**src/common/systolic_pkg.sv**
```systemverilog
package systolic_pkg;

    // Array geometry.
    localparam int n_dim = 4;
    localparam int elem_w = 8;
    localparam int acc_w = 32;

    // One skewed lane has n_dim data bytes plus n_dim-1 zero slots.
    localparam int lane_w = elem_w * (2 * n_dim - 1);

    // Last operand pair reaches the far corner after 3+3+3 steps.
    localparam int run_cycles = 3 * (n_dim - 1) + 1;

    typedef logic [elem_w-1:0] elem_t;
    typedef logic [acc_w-1:0] acc_t;
    typedef logic [lane_w-1:0] lane_t;

    // Row-major matrices, element (0,0) in the top bits.
    typedef logic [n_dim*n_dim*elem_w-1:0] matrix_in_t;
    typedef logic [n_dim*n_dim*acc_w-1:0] result_t;

    typedef logic [3:0] run_cnt_t;

    typedef enum logic [1:0] {
        st_idle,
        st_load,
        st_run,
        st_finish
    } ctrl_state_t;

endpackage
```
**src/design/systolic.sv**
```systemverilog
`timescale 1ns/100ps

module systolic
    import systolic_pkg::*;
(
    input  logic       clk,
    input  logic       reset,
    input  logic       valid_in,
    input  matrix_in_t matrix_A,
    input  matrix_in_t matrix_B,
    output result_t    y,
    output logic       done,
    output logic       done_matrix_mult
);

    localparam int row_w = n_dim * elem_w;

    lane_t row_lane [n_dim];
    lane_t col_lane [n_dim];
    elem_t row_feed [n_dim];
    elem_t col_feed [n_dim];

    logic load;
    logic shift_en;
    logic clear_acc;

    // Place four bytes with idx leading zero slots.
    function automatic lane_t skew(input logic [row_w-1:0] bytes, input int idx);
        lane_t lane;
        lane = {bytes, {(n_dim-1)*elem_w{1'b0}}};
        return lane >> (elem_w * idx);
    endfunction

    // Gather column j of B, row 0 first.
    function automatic logic [row_w-1:0] column_of(input matrix_in_t m, input int j);
        logic [row_w-1:0] col;
        for (int k = 0; k < n_dim; k++)
            col[row_w-1-elem_w*k -: elem_w] = m[$bits(matrix_in_t)-1-row_w*k-elem_w*j -: elem_w];
        return col;
    endfunction

    always_comb begin
        for (int i = 0; i < n_dim; i++) begin
            row_lane[i] = skew(matrix_A[$bits(matrix_in_t)-1-row_w*i -: row_w], i);
            col_lane[i] = skew(column_of(matrix_B, i), i);
        end
    end

    // Row feeders for A.
    data_feeder fr1 (.clk(clk), .reset(reset), .load(load), .enable(shift_en),
                     .data_in(row_lane[0]), .data_out(row_feed[0]));
    data_feeder fr2 (.clk(clk), .reset(reset), .load(load), .enable(shift_en),
                     .data_in(row_lane[1]), .data_out(row_feed[1]));
    data_feeder fr3 (.clk(clk), .reset(reset), .load(load), .enable(shift_en),
                     .data_in(row_lane[2]), .data_out(row_feed[2]));
    data_feeder fr4 (.clk(clk), .reset(reset), .load(load), .enable(shift_en),
                     .data_in(row_lane[3]), .data_out(row_feed[3]));

    // Column feeders for B.
    data_feeder fc1 (.clk(clk), .reset(reset), .load(load), .enable(shift_en),
                     .data_in(col_lane[0]), .data_out(col_feed[0]));
    data_feeder fc2 (.clk(clk), .reset(reset), .load(load), .enable(shift_en),
                     .data_in(col_lane[1]), .data_out(col_feed[1]));
    data_feeder fc3 (.clk(clk), .reset(reset), .load(load), .enable(shift_en),
                     .data_in(col_lane[2]), .data_out(col_feed[2]));
    data_feeder fc4 (.clk(clk), .reset(reset), .load(load), .enable(shift_en),
                     .data_in(col_lane[3]), .data_out(col_feed[3]));

    pe_grid u_grid (
        .clk    (clk),
        .reset  (reset),
        .clear  (clear_acc),
        .a_row0 (row_feed[0]),
        .a_row1 (row_feed[1]),
        .a_row2 (row_feed[2]),
        .a_row3 (row_feed[3]),
        .b_col0 (col_feed[0]),
        .b_col1 (col_feed[1]),
        .b_col2 (col_feed[2]),
        .b_col3 (col_feed[3]),
        .result (y)
    );

    systolic_ctrl u_ctrl (
        .clk              (clk),
        .reset            (reset),
        .valid_in         (valid_in),
        .load             (load),
        .shift_en         (shift_en),
        .clear_acc        (clear_acc),
        .done             (done),
        .done_matrix_mult (done_matrix_mult)
    );

endmodule

```
**src/design/systolic_ctrl.sv**
```systemverilog
`timescale 1ns/100ps

module systolic_ctrl
    import systolic_pkg::*;
(
    input  logic clk,
    input  logic reset,
    input  logic valid_in,
    output logic load,
    output logic shift_en,
    output logic clear_acc,
    output logic done,
    output logic done_matrix_mult
);

    ctrl_state_t state;
    run_cnt_t run_cnt;

    logic accept;
    logic run_last;

    // New jobs are taken only from idle.
    assign accept = (state == st_idle) && valid_in;
    assign run_last = (run_cnt == run_cnt_t'(run_cycles - 1));

    assign load = (state == st_load);
    assign clear_acc = (state == st_load);   // Clear together with the lane capture.
    assign shift_en = (state == st_run);

    always_ff @(posedge clk) begin
        if (reset) begin
            state <= st_idle;
            run_cnt <= '0;
        end else begin
            case (state)
                st_idle: begin
                    if (valid_in)
                        state <= st_load;
                end
                st_load: begin
                    run_cnt <= '0;
                    state <= st_run;
                end
                st_run: begin
                    if (run_last) begin
                        state <= st_finish;
                    end else begin
                        run_cnt <= run_cnt + 1'b1;
                    end
                end
                st_finish: begin
                    state <= st_idle;
                end
                default: state <= st_idle;
            endcase
        end
    end

    // Last product lands in the corner cell at the edge leaving finish.
    always_ff @(posedge clk) begin
        if (reset) begin
            done <= 1'b0;
            done_matrix_mult <= 1'b0;
        end else begin
            done <= (state == st_finish);
            if (state == st_finish)
                done_matrix_mult <= 1'b1;
            else if (accept)
                done_matrix_mult <= 1'b0;   // Held until the next job starts.
        end
    end

endmodule

```
**src/systolic_array/pe_grid.sv**
```systemverilog
`timescale 1ns/100ps

module pe_grid
    import systolic_pkg::*;
(
    input  logic    clk,
    input  logic    reset,
    input  logic    clear,
    input  elem_t   a_row0,
    input  elem_t   a_row1,
    input  elem_t   a_row2,
    input  elem_t   a_row3,
    input  elem_t   b_col0,
    input  elem_t   b_col1,
    input  elem_t   b_col2,
    input  elem_t   b_col3,
    output result_t result
);

    // Horizontal and vertical operand links, one extra slot at the far edge.
    elem_t a_link [n_dim][n_dim+1];
    elem_t b_link [n_dim+1][n_dim];

    acc_t cell_acc [n_dim][n_dim];

    assign a_link[0][0] = a_row0;
    assign a_link[1][0] = a_row1;
    assign a_link[2][0] = a_row2;
    assign a_link[3][0] = a_row3;

    assign b_link[0][0] = b_col0;
    assign b_link[0][1] = b_col1;
    assign b_link[0][2] = b_col2;
    assign b_link[0][3] = b_col3;

    for (genvar i = 0; i < n_dim; i++) begin : g_row
        for (genvar j = 0; j < n_dim; j++) begin : g_col
            pe u_pe (
                .clk   (clk),
                .reset (reset),
                .clear (clear),
                .a_in  (a_link[i][j]),
                .b_in  (b_link[i][j]),
                .a_out (a_link[i][j+1]),
                .b_out (b_link[i+1][j]),
                .acc   (cell_acc[i][j])
            );

            // Row-major packing, element (0,0) at the top.
            assign result[acc_w*(n_dim*n_dim-1-(i*n_dim+j)) +: acc_w] = cell_acc[i][j];
        end
    end

endmodule

```
**src/systolic_array/pe.sv**
```systemverilog
`timescale 1ns/100ps

module pe
    import systolic_pkg::*;
(
    input  logic  clk,
    input  logic  reset,
    input  logic  clear,
    input  elem_t a_in,
    input  elem_t b_in,
    output elem_t a_out,
    output elem_t b_out,
    output acc_t  acc
);

    acc_t product;

    // 8x8 product fits easily in the accumulator width.
    assign product = acc_t'(a_in) * acc_t'(b_in);

    always_ff @(posedge clk) begin
        if (reset || clear) begin
            a_out <= '0;
            b_out <= '0;
            acc <= '0;
        end else begin
            a_out <= a_in;          // Pass east.
            b_out <= b_in;          // Pass south.
            acc <= acc + product;
        end
    end

endmodule

```
**src/design/data_feeder.sv**
```systemverilog
`timescale 1ns/100ps

module data_feeder
    import systolic_pkg::*;
(
    input  logic  clk,
    input  logic  reset,
    input  logic  load,
    input  logic  enable,
    input  lane_t data_in,
    output elem_t data_out
);

    lane_t lane;

    always_ff @(posedge clk) begin
        if (reset) begin
            lane <= '0;
            data_out <= '0;
        end else if (load) begin
            lane <= data_in;
            data_out <= '0;
        end else if (enable) begin
            // Top byte goes out first, zeros come in at the bottom.
            data_out <= lane[lane_w-1 -: elem_w];
            lane <= {lane[lane_w-elem_w-1:0], {elem_w{1'b0}}};
        end else begin
            data_out <= '0;   // Idle lanes feed zeros into the grid.
        end
    end

endmodule

```
**config.mk**
```make
export PLATFORM = sky130hd
export DESIGN_NAME = systolic
export DESIGN_NICKNAME = d
export VERILOG_FILES = /design/src/common/systolic_pkg.sv /design/src/design/systolic.sv /design/src/design/systolic_ctrl.sv /design/src/systolic_array/pe_grid.sv /design/src/systolic_array/pe.sv /design/src/design/data_feeder.sv
export SDC_FILE = /design/constraint.sdc
export NUM_CORES = 2
export LEC_CHECK = 0
export BUFFER_PORTS_ARGS = -buffer_cell sky130_fd_sc_hd__buf_4
export CAP_MARGIN = 30
export CORE_ASPECT_RATIO = 0.9
export CORE_MARGIN = 2
export CORE_UTILIZATION = 49
export DETAILED_ROUTE_END_ITERATION = 16
export HOLD_SLACK_MARGIN = 0.02
export PLACE_DENSITY = 0.71
export SETUP_SLACK_MARGIN = 0.2
export SYNTH_ARGS = -nofsm -noshare
export SYNTH_HDL_FRONTEND = slang
export SYNTH_SLANG_ARGS = --single-unit
```
**constraint.sdc**
```tcl
create_clock -name clk -period 4.5 [get_ports clk]
set_input_delay 0.225 -clock clk [delete_from_list [all_inputs] [get_ports clk]]
set_output_delay 0.225 -clock clk [all_outputs]
set_load 0.05 [all_outputs]
```
==> run summary <==
fraction of layout instances using a drive strength above 1: 27.6%
final weighted congestion of routability-driven global placement: 0.920
Reg-to-Reg End: u_grid.g_row[1].g_col[2].u_pe.acc[20]
Avg Cell Area, Syn: 8.99 µm²
post-detailed-placement cell area: 0.0939 mm²
Layout Area Growth over Synthesis: 33.8%
Rows: 141
worst hold path startpoint: matrix_B[11]
part of the cycle the worst path needs: 104%
count of pins over their slew limit: 0
Clock Tree Buf Depth: 3
most common library cell in the layout ignoring fill and taps: inv_1
Hold Vio Cnt, Final: 0
final critical path time including I/O delays and setup: 4.67 ns
startpoint of the most critical register-to-register path: u_grid.g_row[0].g_col[2].u_pe.b_out[1]
number of cells on the worst reg-to-reg path: 18
highest clock frequency the design can meet: 214 MHz
vias in the first global route: 70097
DR vias/cell: 5.19
fin cells: 12986
slowest stage cell on the critical path: fa_2
Reg area: 0.0235 mm²
transition at the pin with the smallest max-transition slack: 1.22 ns
core region area: 0.164 mm²
area of all placed cells without fillers: 0.108 mm²
first drt pass iteration count: 5
RSZ-0062 raised after global routing: yes
antenna violations before repair: 6
most prevalent standard cell on the critical path: fa_1
Layout fillers: 12532
DIE WIDTH: 432 µm
routed wire length per instance: 18.5 µm
dpl cells: 12191
final antenna-violating net count: 0
setup-violating endpoint count in the final report: 22
type of the worst setup path: reg2reg
sum of overflow across all layers after global routing: 0
buffers added on ports: 772
violated checks: setup timing
share of synthesized registers carrying an async set or reset: 0%
type of origin of the critical path: flip-flop
number of H-tree levels: 4
DIE AREA: 0.168 mm²
GRT Util Overall: 27.9%
instance count of the mapped netlist: 8987
total of flip-flops plus latches after synthesis: 1128
wire length of the first global-routing pass: 375 mm
Clock Latency Late Sink: 0.81 ns
syn_nets: 10709
count of max-cap constraint violations: 0
status: complete, but fails checks
top_reg_cell synth: dfxtp_1
WHS Endpoint: fc3.lane[11]
worst path cell trace: buf_12 > nand2_4 > fa_1 > inv_1 > fa_1 > inv_2 > fa_2 > fa_1 > inv_2 > ha_4 > a41o_1 > nor4_4 > o31ai_4 > a221o_2 > a31oi_4 > buf_6 > or3_4 > a21oi_2
worst max-slew margin expressed relative to the limit: 18.4%
vertical extent of the die: 389 µm
clock-pin slew on the worst setup and hold paths: 0.06 ns
number of design rule violations left after detail routing: 0
type of the tightest min-delay check: in2reg
total leakage power: 51.6 nW
CTS root buffer: clkbuf_16
total CTS buffers: 133
wire length reported by the detailed router: 240 mm
minimum setup slack among reg-to-reg paths: -0.17 ns
DR iter-0 viols: 3586
critical path arrival: 5.35 ns
post-DP HPWL: 174 mm
maximum resistive drop on vdd: 0.00109 V
final setup margin: -0.169 ns
post-synthesis instance area: 0.0808 mm²
share of synthesized area occupied by flip-flops and latches: 27.9%
boundary pin count: 773
endpoint kind of the worst setup timing path: flip-flop
synthesis warning total: 0
cell depth of the worst min-delay path: 4
Worst Skew: 0.0398 ns
Pwr Density: 275 mW/mm²
Netlist cell types: 96
most frequent cells in the layout: inv_1, buf_4, dfxtp_1, and2_1, nor2_1
final layout net count: 12451
total number of vias: 67452
largest stage delay on the critical path: 0.57 ns
largest fanout of any net on the critical path: 8
Starting Density: 49.3%
worst path required time: 5.18 ns
pin count of the biggest net entering global routing: 245
clock tree from TritonCTS: done
Multi-input gate area: 0.0557 mm²
CTS sink count: 1128
count of flip-flops with a built-in enable after synthesis: 0
power by group:
part / total [W] / internal [W] / leakage [nW] / switching [W]
clock: 0.0111 / 0.00627 / 2.15 / 0.00479
sequential: 0.0111 / 0.0106 / 9.35 / 0.000462
combinational: 0.00757 / 0.00288 / 40.1 / 0.00469
final cells by class:
cell class | instances | share of cell area (%)
Inverter | 1556 | 5.40
Multi-Input combinational cell | 6008 | 51.5
Antenna cell | 6 | 0.0139
Timing Repair Buffer | 1902 | 14.8
Tap cell | 2145 | 2.48
Clock inverter | 50 | 0.593
Clock buffer | 191 | 3.51
Sequential cell | 1128 | 21.7
synthesized netlist by cell type (all sizes together), types with 124 or more instances:
cell type  instances  area (µm²)
clkbuf           249         936
nand2            643        2410
a211oi           234        1780
inv             1556        5840
and2             849        5310
mux2i            295        2950
xor2             137        1200
nor2             774        2910
o21ai            189         950
dfxtp           1128       22600
fa               800       16000
and3             124         776
xnor2            144        1260
a21oi            308        1550
ha               663        8300
how the worst max path moves through the flow:
stage                                            from                                    end  slack [ns]  cells past startpoint
4_1_cts        u_grid.g_row[1].g_col[1].u_pe.a_out[3]  u_grid.g_row[1].g_col[2].u_pe.acc[30]       -0.07                     16
3_5_place_dp   u_grid.g_row[1].g_col[1].u_pe.b_out[2]  u_grid.g_row[2].g_col[1].u_pe.acc[30]       -0.30                     16
2_1_floorplan  u_grid.g_row[0].g_col[1].u_pe.a_out[5]  u_grid.g_row[0].g_col[2].u_pe.acc[18]         0.1                     19
6_report       u_grid.g_row[0].g_col[2].u_pe.b_out[1]  u_grid.g_row[1].g_col[2].u_pe.acc[20]       -0.17                     18
3_3_place_gp   u_grid.g_row[3].g_col[1].u_pe.a_out[6]  u_grid.g_row[3].g_col[2].u_pe.acc[15]       -0.24                     15
5_1_grt        u_grid.g_row[0].g_col[2].u_pe.b_out[1]  u_grid.g_row[1].g_col[2].u_pe.acc[28]       -0.30                     17
critical path, delay by kind of cell, from the launching register on:
kind | cells | cell delay (ns)
compound gates | 5 | 1.12
buf+inv | 5 | 0.45
fa+ha+maj | 5 | 2.22
flops | 1 | 0.34
simple gates | 3 | 0.46
metal layers:
metal | routed length [µm] | global-route usage (%) | vias to the layer above | share of wire (%)
met1 | 96600 | 33.6 | 33021 | 40
met4 | 14700 | 15.4 | 0 | 6.1
met5 | 0 | 0 | - | 0
met2 | 118000 | 47.7 | 1841 | 49
met3 | 11100 | 4.09 | 550 | 4.6
li1 | - | - | 32040 | -
metrics by stage:
step / worst slack [ns] / power, W / utilization, % / hold WS, ns / setup TNS, ns
after floorplan: 0.0963 / 0.0164 / - / 0.364 / 0
final: -0.169 / 0.0297 / 65.9 / 0.203 / -1.73
after CTS: -0.0748 / 0.0296 / 64.7 / 0.130 / -0.714
after global routing: -0.301 / 0.0310 / 65.9 / 0.185 / -17.06
after global placement: -0.241 / 0.0180 / 57.2 / 0.449 / -9.90
after detailed placement: -0.301 / 0.0182 / 57.2 / 0.457 / -26.02
what timing repair did:
| action | CTS | global route |
|---|---|---|
| pin swaps | 474 | 270 |
| resized for setup | 1089 | 303 |
| cloned | 8 | 0 |
| endpoints found under the setup margin | 310 | 319 |
| hold buffers | 291 | 0 |
| endpoints found under the hold margin | 262 | 0 |
| buffers inserted | 155 | 92 |
logic make-up after synthesis:
| family | Yosys count | share of synthesized area, % |
|---|---|---|
| multiplexers | 296 | 3.67 |
| XOR/XNOR | 281 | 3.04 |
| AO/OA/AOI/OAI | 1057 | 8.63 |
| adder cells (fa/ha/maj) | 1463 | 30.1 |
| AND/OR/NAND/NOR | 2908 | 18.0 |
| flip-flops | 1128 | 27.9 |
| buffers and inverters | 1854 | 8.63 |
flip-flops by register name, summed over array words and instances (netlist names), 32 cells and up:
name	count
u_grid.g_row.g_col.u_pe.a_out	96
u_grid.g_row.g_col.u_pe.b_out	96
fc3.lane	48
fr1.lane	32
u_grid.g_row.g_col.u_pe.acc	512
fc1.lane	32
fr3.lane	48
fr2.lane	40
fc2.lane	40
fr4.lane	56
fc4.lane	56
Note: power is estimated with default switching activity, not from simulation.
